`config.mk`:
```
export PLATFORM = sky130hd
export DESIGN_NAME = uart_led_top
export DESIGN_NICKNAME = d
export VERILOG_FILES = /design/src/logic/uart_cmd_pkg.sv /design/src/logic/uart_rx.sv /design/src/logic/byte_fifo.sv /design/src/logic/led_cmd_exec.sv /design/src/logic/uart_tx.sv /design/src/logic/uart_led_top.sv
export SDC_FILE = /design/constraint.sdc
export NUM_CORES = 1
export LEC_CHECK = 0
export ABC_CLOCK_PERIOD_IN_PS = 8500
export BUFFER_PORTS_ARGS = -buffer_cell sky130_fd_sc_hd__buf_2
export CAP_MARGIN = 10
export CORE_UTILIZATION = 65
export DETAILED_ROUTE_END_ITERATION = 6
export PLACE_DENSITY_LB_ADDON = 0.15
export REMOVE_ABC_BUFFERS = 1
export SLEW_MARGIN = 20
export SYNTH_ARGS = -nofsm -noshare
export SYNTH_HDL_FRONTEND = slang
export SYNTH_SLANG_ARGS = --single-unit
```
`constraint.sdc`:
```
create_clock -name clk -period 8.5 [get_ports clk]
set_input_delay 2.125 -clock clk [delete_from_list [all_inputs] [get_ports clk]]
set_output_delay 2.125 -clock clk [all_outputs]
set_load 0.005 [all_outputs]
```
`src/logic/uart_cmd_pkg.sv`:
```
package uart_cmd_pkg;

	////////////////////////////////////////////////////////////
	// Serial timing
	////////////////////////////////////////////////////////////

	// Clocks per serial bit, shared by receiver and transmitter
	localparam int BAUD_DIV = 16;
	// Wide enough to hold BAUD_DIV - 1
	localparam int BAUD_CNT_W = 5;

	////////////////////////////////////////////////////////////
	// Byte buffer
	////////////////////////////////////////////////////////////

	localparam int FIFO_DEPTH = 8;
	localparam int FIFO_PTR_W = 3;

	////////////////////////////////////////////////////////////
	// Command set
	////////////////////////////////////////////////////////////

	// Host opcodes, any other byte is ignored
	typedef enum logic [7:0] {
		OP_SET    = 8'h01,
		OP_TOGGLE = 8'h02,
		OP_REPORT = 8'h04,
		OP_CLEAR  = 8'h05
	} cmd_op_e;

	// Executor states
	typedef enum logic [1:0] {
		EX_OPCODE,
		EX_ARG_SET,
		EX_ARG_TOGGLE
	} exec_state_e;

	// Received byte with its one-cycle strobe
	typedef struct packed {
		logic       valid;
		logic [7:0] data;
	} rx_byte_t;

endpackage

```
`src/logic/uart_rx.sv`:
```
module uart_rx (
	input  logic                  clk,
	input  logic                  rst_n,
	input  logic                  rxd,
	output uart_cmd_pkg::rx_byte_t rx_byte
);
	import uart_cmd_pkg::*;

	typedef enum logic [1:0] {
		RX_IDLE,
		RX_START,
		RX_DATA,
		RX_STOP
	} rx_state_e;

	rx_state_e               state;
	logic [BAUD_CNT_W-1:0]   baud_cnt;
	logic [2:0]              bit_idx;
	logic                    rx_meta;
	logic                    rx_sync;
	logic                    rx_prev;
	logic                    valid_q;
	logic [7:0]              shift_q;
	logic                    bit_tick;
	logic                    half_tick;

	// Two-flop synchronizer plus one stage for edge detect
	always_ff @(posedge clk or negedge rst_n) begin
		if (!rst_n) begin
			rx_meta <= 1'b1;
			rx_sync <= 1'b1;
			rx_prev <= 1'b1;
		end else begin
			rx_meta <= rxd;
			rx_sync <= rx_meta;
			rx_prev <= rx_sync;
		end
	end

	assign bit_tick  = (baud_cnt == BAUD_CNT_W'(BAUD_DIV - 1));
	assign half_tick = (baud_cnt == BAUD_CNT_W'(BAUD_DIV / 2 - 1));

	////////////////////////////////////////////////////////////
	// Frame FSM
	////////////////////////////////////////////////////////////

	always_ff @(posedge clk or negedge rst_n) begin
		if (!rst_n) begin
			state    <= RX_IDLE;
			baud_cnt <= '0;
			bit_idx  <= '0;
			valid_q  <= 1'b0;
		end else begin
			valid_q <= 1'b0;
			case (state)
				RX_IDLE: begin
					baud_cnt <= '0;
					// Falling edge only, so a stuck-low line never restarts
					if (rx_prev && !rx_sync)
						state <= RX_START;
				end
				RX_START: begin
					if (half_tick) begin
						baud_cnt <= '0;
						bit_idx  <= '0;
						// Glitch rejection at mid start bit
						state    <= rx_sync ? RX_IDLE : RX_DATA;
					end else begin
						baud_cnt <= baud_cnt + 1'b1;
					end
				end
				RX_DATA: begin
					if (bit_tick) begin
						baud_cnt <= '0;
						bit_idx  <= bit_idx + 1'b1;
						if (bit_idx == 3'd7)
							state <= RX_STOP;
					end else begin
						baud_cnt <= baud_cnt + 1'b1;
					end
				end
				RX_STOP: begin
					if (bit_tick) begin
						baud_cnt <= '0;
						valid_q  <= rx_sync;
						state    <= RX_IDLE;
					end else begin
						baud_cnt <= baud_cnt + 1'b1;
					end
				end
				default: state <= RX_IDLE;
			endcase
		end
	end

	// LSB arrives first
	always_ff @(posedge clk) begin
		if (state == RX_DATA && bit_tick)
			shift_q <= {rx_sync, shift_q[7:1]};
	end

	assign rx_byte = '{valid: valid_q, data: shift_q};

endmodule

```
`src/logic/byte_fifo.sv`:
```
module byte_fifo (
	input  logic                   clk,
	input  logic                   rst_n,
	input  uart_cmd_pkg::rx_byte_t rx_byte,
	input  logic                   fifo_pop,
	output logic [7:0]             fifo_data,
	output logic                   fifo_empty
);
	import uart_cmd_pkg::*;

	logic [7:0]            mem [FIFO_DEPTH];
	logic [FIFO_PTR_W-1:0] wr_ptr;
	logic [FIFO_PTR_W-1:0] rd_ptr;
	logic [FIFO_PTR_W:0]   count;
	logic                  full;
	logic                  do_push;
	logic                  do_pop;

	assign full       = (count == (FIFO_PTR_W + 1)'(FIFO_DEPTH));
	assign fifo_empty = (count == '0);

	// Overflow bytes are silently dropped
	assign do_push = rx_byte.valid && !full;
	assign do_pop  = fifo_pop && !fifo_empty;

	always_ff @(posedge clk) begin
		if (do_push)
			mem[wr_ptr] <= rx_byte.data;
	end

	////////////////////////////////////////////////////////////
	// Pointers and occupancy
	////////////////////////////////////////////////////////////

	// Depth is a power of two, pointers wrap on their own
	always_ff @(posedge clk or negedge rst_n) begin
		if (!rst_n) begin
			wr_ptr <= '0;
			rd_ptr <= '0;
			count  <= '0;
		end else begin
			if (do_push)
				wr_ptr <= wr_ptr + 1'b1;
			if (do_pop)
				rd_ptr <= rd_ptr + 1'b1;
			if (do_push && !do_pop)
				count <= count + 1'b1;
			else if (do_pop && !do_push)
				count <= count - 1'b1;
		end
	end

	// Show-ahead, oldest entry always on the output
	assign fifo_data = mem[rd_ptr];

endmodule

```
`src/logic/led_cmd_exec.sv`:
```
module led_cmd_exec (
	input  logic       clk,
	input  logic       rst_n,
	input  logic [7:0] fifo_data,
	input  logic       fifo_empty,
	input  logic       tx_busy,
	output logic       fifo_pop,
	output logic       tx_start,
	output logic [7:0] tx_data,
	output logic [7:0] leds
);
	import uart_cmd_pkg::*;

	exec_state_e state;
	cmd_op_e     op;

	assign op = cmd_op_e'(fifo_data);

	// Hold bytes in the FIFO while a reply is on the wire
	assign fifo_pop = !fifo_empty && !tx_busy;

	// Reply starts in the same cycle the REPORT byte is popped
	assign tx_start = fifo_pop && (state == EX_OPCODE) && (op == OP_REPORT);
	assign tx_data  = leds;

	////////////////////////////////////////////////////////////
	// Opcode interpreter
	////////////////////////////////////////////////////////////

	always_ff @(posedge clk or negedge rst_n) begin
		if (!rst_n) begin
			state <= EX_OPCODE;
			leds  <= '0;
		end else if (fifo_pop) begin
			case (state)
				EX_OPCODE: begin
					case (op)
						OP_CLEAR:  leds  <= '0;
						OP_SET:    state <= EX_ARG_SET;
						OP_TOGGLE: state <= EX_ARG_TOGGLE;
						// REPORT handled by tx_start, stray bytes dropped
						default: ;
					endcase
				end
				// Argument may be any value, opcodes included
				EX_ARG_SET: begin
					leds  <= fifo_data;
					state <= EX_OPCODE;
				end
				EX_ARG_TOGGLE: begin
					leds  <= leds ^ fifo_data;
					state <= EX_OPCODE;
				end
				default: state <= EX_OPCODE;
			endcase
		end
	end

endmodule

```
`src/logic/uart_tx.sv`:
```
module uart_tx (
	input  logic       clk,
	input  logic       rst_n,
	input  logic       tx_start,
	input  logic [7:0] tx_data,
	output logic       txd,
	output logic       tx_busy
);
	import uart_cmd_pkg::*;

	typedef enum logic [1:0] {
		TX_IDLE,
		TX_START,
		TX_DATA,
		TX_STOP
	} tx_state_e;

	tx_state_e             state;
	logic [BAUD_CNT_W-1:0] baud_cnt;
	logic [2:0]            bit_idx;
	logic [7:0]            shift_q;
	logic                  bit_tick;

	assign bit_tick = (baud_cnt == BAUD_CNT_W'(BAUD_DIV - 1));

	always_ff @(posedge clk or negedge rst_n) begin
		if (!rst_n) begin
			state    <= TX_IDLE;
			baud_cnt <= '0;
			bit_idx  <= '0;
			txd      <= 1'b1;
			tx_busy  <= 1'b0;
		end else begin
			baud_cnt <= bit_tick ? '0 : baud_cnt + 1'b1;
			case (state)
				TX_IDLE: begin
					baud_cnt <= '0;
					if (tx_start) begin
						txd     <= 1'b0;
						tx_busy <= 1'b1;
						state   <= TX_START;
					end
				end
				TX_START: begin
					if (bit_tick) begin
						txd     <= shift_q[0];
						bit_idx <= '0;
						state   <= TX_DATA;
					end
				end
				TX_DATA: begin
					if (bit_tick) begin
						bit_idx <= bit_idx + 1'b1;
						if (bit_idx == 3'd7) begin
							txd   <= 1'b1;
							state <= TX_STOP;
						end else begin
							txd <= shift_q[0];
						end
					end
				end
				TX_STOP: begin
					// Busy covers the whole stop bit
					if (bit_tick) begin
						tx_busy <= 1'b0;
						state   <= TX_IDLE;
					end
				end
				default: state <= TX_IDLE;
			endcase
		end
	end

	// Next data bit always sits in bit 0
	always_ff @(posedge clk) begin
		if (state == TX_IDLE && tx_start)
			shift_q <= tx_data;
		else if (bit_tick && (state == TX_START || state == TX_DATA))
			shift_q <= {1'b0, shift_q[7:1]};
	end

endmodule

```
`src/logic/uart_led_top.sv`:
```
module uart_led_top (
	input  logic       clk,
	input  logic       rst_n,
	input  logic       rxd,
	output logic       txd,
	output logic [7:0] leds
);
	import uart_cmd_pkg::*;

	rx_byte_t   rx_byte;
	logic [7:0] fifo_data;
	logic       fifo_empty;
	logic       fifo_pop;
	logic       tx_start;
	logic [7:0] tx_data;
	logic       tx_busy;

	////////////////////////////////////////////////////////////
	// Receive path
	////////////////////////////////////////////////////////////

	uart_rx u_rx (
		.clk     (clk),
		.rst_n   (rst_n),
		.rxd     (rxd),
		.rx_byte (rx_byte)
	);

	byte_fifo u_fifo (
		.clk        (clk),
		.rst_n      (rst_n),
		.rx_byte    (rx_byte),
		.fifo_pop   (fifo_pop),
		.fifo_data  (fifo_data),
		.fifo_empty (fifo_empty)
	);

	////////////////////////////////////////////////////////////
	// Command execution and replies
	////////////////////////////////////////////////////////////

	led_cmd_exec u_exec (
		.clk        (clk),
		.rst_n      (rst_n),
		.fifo_data  (fifo_data),
		.fifo_empty (fifo_empty),
		.tx_busy    (tx_busy),
		.fifo_pop   (fifo_pop),
		.tx_start   (tx_start),
		.tx_data    (tx_data),
		.leds       (leds)
	);

	uart_tx u_tx (
		.clk      (clk),
		.rst_n    (rst_n),
		.tx_start (tx_start),
		.tx_data  (tx_data),
		.txd      (txd),
		.tx_busy  (tx_busy)
	);

endmodule

```
======== Word-level counts from Yosys, hierarchy flattened ========
Memories as Yosys holds them, arrays and structs flattened.
Index checks and enable logic that the tools add are counted.
word-level totals
  register bits ........................... 62
  RAM bits ................................ 64
  word-level logic and storage cells ...... 141
  memories kept ........................... 1
memories
  name        depth  width  read ports  clocked after memory_dff  write ports  RTL line         RTL
  u_fifo.mem  8      8      1           0                         1            byte_fifo.sv:11  logic [7:0] mem [FIFO_DEPTH];
cells by class
  add/subtract/negate cells ............... 8
  eq/ne operators ......................... 30
  multiplexer cells ....................... 44
  bitwise logic cells ..................... 1
  reduce and logical (&&, ||, !) cells .... 38
operators by type and width
  kind                   number
  $mux W2                12
  $mux W8                3
  $pmux W8 S3            1
  $mux W5                4
  $ne A2 B1 Y1 const B   10
  $eq A8 B3 Y1 const B   2
  $pmux W2 S4            2
  $pmux W5 S3            1
  $add A3 B1 Y3 const B  4
  $mux W3                4
  $pmux W3 S2            2
  $reduce_and A3 Y1      4
  $logic_and A1 B1 Y1    11
  $add A5 B1 Y5 const B  2
  $eq A2 B2 Y1 const B   5
  $eq A5 B4 Y1 const B   2
  $mux W1                10
  $reduce_and A5 Y1      2
  $reduce_bool A2 Y1     5
  $eq A8 B1 Y1 const B   1
  $eq A8 B2 Y1 const B   1
  $mux W4                2
  $xor A8 B8 Y8          1
  $eq A2 B1 Y1 const B   3
  other kinds (18)       27

======== Depth between registers and ports, before layout ========
  depth in word-level cells ............... 7
  gate-level depth with buffers ........... 12
  mapped depth without buffers ............ 12

======== By module ========
From an unflattened synthesis, not the netlist that was laid out.
unflattened totals
  cell total of the unflattened synthesis .. 418
  area total of the unflattened synthesis .. 6,024.5 µm²
modules (own cells, without submodules)
  module        instances  cells an instance  area an instance (µm²)  seq. area each (µm²)
  byte_fifo     1          156                3,126.7                 2,172.1
  uart_tx       1          85                 1,036.0                 541.8
  uart_rx       1          72                 948.4                   594.3
  led_cmd_exec  1          105                913.4                   250.2

======== Worst setup path after synthesis ========
OpenSTA, ideal clock, no wires.
  kind .................................... reg2reg
  from .................................... register u_fifo.rd_ptr[0]
  to ...................................... register u_tx.shift_q[0], data pin
  library setup time ...................... 0.260 ns
  arrival ................................. 2.839 ns
  required time ........................... 8.240 ns
  setup slack ............................. 5.400 ns
  stages on the path, launching flop included .. 8
  period minus slack after synthesis ...... 3.100 ns
  cell sequence ........................... dfrtp_1 > buf_6 > mux4_2 > mux2_4 > or4_4 > or4_4 > buf_6 > mux2_4
between the ends
  cells in the longest elaborated chain, start to end .. 5
RTL lines
  element                 RTL line            RTL
  from (decl)             byte_fifo.sv:13     logic [FIFO_PTR_W-1:0] rd_ptr;
  from (signal assigned)  byte_fifo.sv:45     rd_ptr <= rd_ptr + 1'b1;
  $mem_v2 Z8 W8           -
  $eq A8 B3 Y1            led_cmd_exec.sv:23  assign tx_start = fifo_pop && (state == EX_OPCODE) && (op == OP_REPORT);
  $logic_and A1 B1 Y1     led_cmd_exec.sv:23
  $logic_and A1 B1 Y1     uart_tx.sv:76       if (state == TX_IDLE && tx_start)
  $mux W8                 uart_tx.sv:76
  to (signal assigned)    uart_tx.sv:77       shift_q <= tx_data;
  to (signal assigned)    uart_tx.sv:79       shift_q <= {1'b0, shift_q[7:1]};
  to (decl)               uart_tx.sv:21       logic [7:0] shift_q;
Every way passes these cells.
A chain may end at the register's enable or synchronous reset.

======== Worst setup path in the final report ========
  from .................................... register u_fifo.rd_ptr[0]
  to ...................................... register u_tx.shift_q[1] (enable)
between the ends
  cells in the longest elaborated chain, start to end .. 5
RTL lines
  element                       RTL line
  $mem_v2 Z8 W8                 -
  $eq A8 B3 Y1                  led_cmd_exec.sv:23
  $logic_and A1 B1 Y1           led_cmd_exec.sv:23
  $logic_and A1 B1 Y1           uart_tx.sv:76
  $reduce_bool A2 Y1 (no line)  -
Every way passes these cells.

==> impl_metrics.ini <==
[route]
vias = 3515
remaining_drc_errors = 0
drt-total-wl_mm = 11.5
post_drt_via_cell_ratio = 6.45
drtIter0Drc = 247
drtAntennaViolNets = 0
drt-wirelength-per-cell_um = 21.0
first_pass_iters = 4

[timing]
fin_tns_setup_ps = 0
finalCritPeriodShare_pct = 43.6
min_period_ps = 3700
worst_pin_slew_ps = 999
setup_viol = 0
drv_slew = 0
hold_viol = 0
slew_headroom_pct = 32.8
max_freq_mhz = 270
rsz0062_at_grt = false
clock_skew_ps = 11.0
final.setup.worst_slack_ps = 4800

[die]
core_area_sq_um = 8380
die_y_um = 95.9
start_util_pct = 68.4
die_w_um = 95.9
num_io_pins = 12
rows = 33
die_area_sq_um = 9200

[cts]
clock_latency_ps = 520
clock_sinks = 126
numCtsBuffers = 17
cts-resized-gates = 0
cts_hold_buf = 0
clockBufferDepth = 2
path_clk_slew_ps = 60
clock-root-buffer = clkbuf_8
h-tree-depth = 4
cts_tree = yes
cts_setup_buffers = 0

[global_route]
grt_pass1_vias = 3495
antenna_found_initial = 0
grt_use_total_pct = 27.8
grt_max_degree = 47
grt_pass1_wl_mm = 18.0
gr-total-overflow = 0

[synth]
synthFlopType = edfxtp_1
synth_compound_area_share_pct = 6.89
syn_area_per_cell_sq_um = 14.2
synthMuxAreaShare_pct = 10.9
synth-seq-cells = 126
synthTopCellsByCount = 80 x edfxtp_1, 42 x dfrtp_1, 25 x nor2_1, 24 x ha_1, 23 x nand2_1
synthAdderAreaFrac_pct = 5.58
async_flop_share_pct = 36.5
yosys-top-cells-area = edfxtp_1 42%, dfrtp_1 18%, ha_1 5.2%
synth_top_area_cell = edfxtp_1
yosys.area.top_type_share_pct = 41.9
synth_top_family_by_area = multiplexers
synth_edf_count = 80
syn_area_sq_um = 5740
yosysUniqueCellTypes = 56
synth-xor-area-share_pct = 1.83
synth.most_common_cell = edfxtp_1
synthSimpleGateAreaFrac_pct = 10.3
syn_inst = 404
ys_warn_count = 0
seq_area_frac_synth_pct = 62.0

[placement]
gp_congestion = 0.890
io_buffers = 11
pre_cts_ws_ps = 4810
hpwl_mm = 6.94
place_inst = 513
place_area_sq_um = 5900

[power_and_ir_drop]
seq_power_share_pct = 41.5
cellPowerDensity_nw_per_um2 = 265
power_frac_comb_pct = 19.3
power_leakage_nw = 2.51
irDropWorstVdd_mv = 0.235
switching_share_pct = 29.1
p_sw_w = 0.000497
intPower_w = 0.00121
clkPwrFrac_pct = 39.2

[finish]
finalNetCount = 455
n_antenna_cell = 0
fin_area_sq_um = 6450
instances_no_fill = 545
synthToLayoutAreaGrowth_pct = 12.5
drive_above_1_share_pct = 19.8

[setup_path]
worstSetupPathType = flop to flop
arrival_ps = 3890
crit_fanout = 14
cp-start-kind = flop
cp.required_ps = 8680
end_kind = flop

[hold_path]
hp-class = flop to flop

[job]
maxCapViolCount = 0

[outcome]
outcome = finished, final reports clean
-- metrics by stage --
step	util (%)	total power (W)	hold slack [ps]
detailed placement	70.4	0.00104	350
CTS	77.0	0.00172	364
floorplan	-	0.000970	345
global route	77.0	0.00178	364
finish	77.0	0.00171	361
global placement	70.4	0.00103	346
-- sequential cells by signal (all words and copies together), names as in the netlist, 2 cells and up, named ones only --
name,cells
u_fifo.mem,64
u_tx.state,2
u_exec.state,2
u_fifo.rd_ptr,3
u_fifo.count,4
u_tx.shift_q,8
u_tx.baud_cnt,5
u_rx.bit_idx,3
u_rx.baud_cnt,5
u_fifo.wr_ptr,3
u_exec.leds,8
u_tx.bit_idx,3
u_rx.shift_q,8
-- per-layer routing --
metal  track usage, %  routed length (um)
met1             35.0                4800
met2             45.7                5830
met3             7.90                 610
met4             11.1                 228
met5                0                   0
-- power by group through the flow --
stage / logic (W) / clock network, W / registers, W
CTS: 0.000330 / 0.000676 / 0.000710
detailed placement: 0.000319 / 0 / 0.000721
global placement: 0.000309 / 0 / 0.000718
finish: 0.000329 / 0.000670 / 0.000709
floorplan: 0.000259 / 0 / 0.000711
global route: 0.000364 / 0.000700 / 0.000715
-- final cells by class --
class	count	area [sq um]
flip-flops and latches	126	3560
multi-input cells	245	2040
fillers	484	1930
clock buffers	18	418
clock inverters	14	138
well taps	105	131
repair buffers	16	92.6
inverters	21	78.8
-- critical path, cell delays in order (launching register included) --
cell and delay (ps):
dfrtp_1 820, mux4_1 640, mux2_2 320, or4_4 620, or4_4 640, nand2_1 320
-- path summary, 6_finish.rpt --
| kind | start | endpoint | slack (ps) | depth (start not counted) |
|---|---|---|---|---|
| max in group asynchronous | rst_n | u_fifo.wr_ptr[0] | 6380 | 2 |
| setup / recovery | u_fifo.rd_ptr[0] | u_tx.shift_q[1] | 4800 | 5 |
| setup reg to reg | u_fifo.rd_ptr[0] | u_tx.shift_q[1] | 4800 | 5 |
| min in group asynchronous | rst_n | u_exec.leds[6] | 1700 | 2 |
| hold / removal | u_rx.rx_meta | u_rx.rx_sync | 360 | 0 |
| hold reg to reg | u_rx.rx_meta | u_rx.rx_sync | 360 | 0 |
-- cell usage in the layout, fill, tap and decap left out, types with 5 or more instances in the layout --
cell type	n
clkbuf_16	16
o21ai_0	21
nand2b_1	5
dfrtp_1	42
nor2_1	25
nor3_1	10
nand2_1	23
buf_2	11
xnor2_1	9
edfxtp_1	80
ha_1	24
mux2_2	10
nor4_1	9
mux4_2	13
nand3_1	8
o22ai_1	9
nor2b_1	6
buf_4	5
mux2_4	8
inv_1	21
-- cells by family (layout without fill, tap and decap cells) --
kind of cell / count (synthesis) / after routing
adders and majority gates: 25 / 25
muxes: 36 / 36
buffers and inverters: 33 / 69
and+or+nand+nor: 112 / 112
xor gates and xnor gates: 12 / 12
AOI/OAI and AO/OA: 60 / 60
DFF: 126 / 126
(Power assumes the default switching activity.)
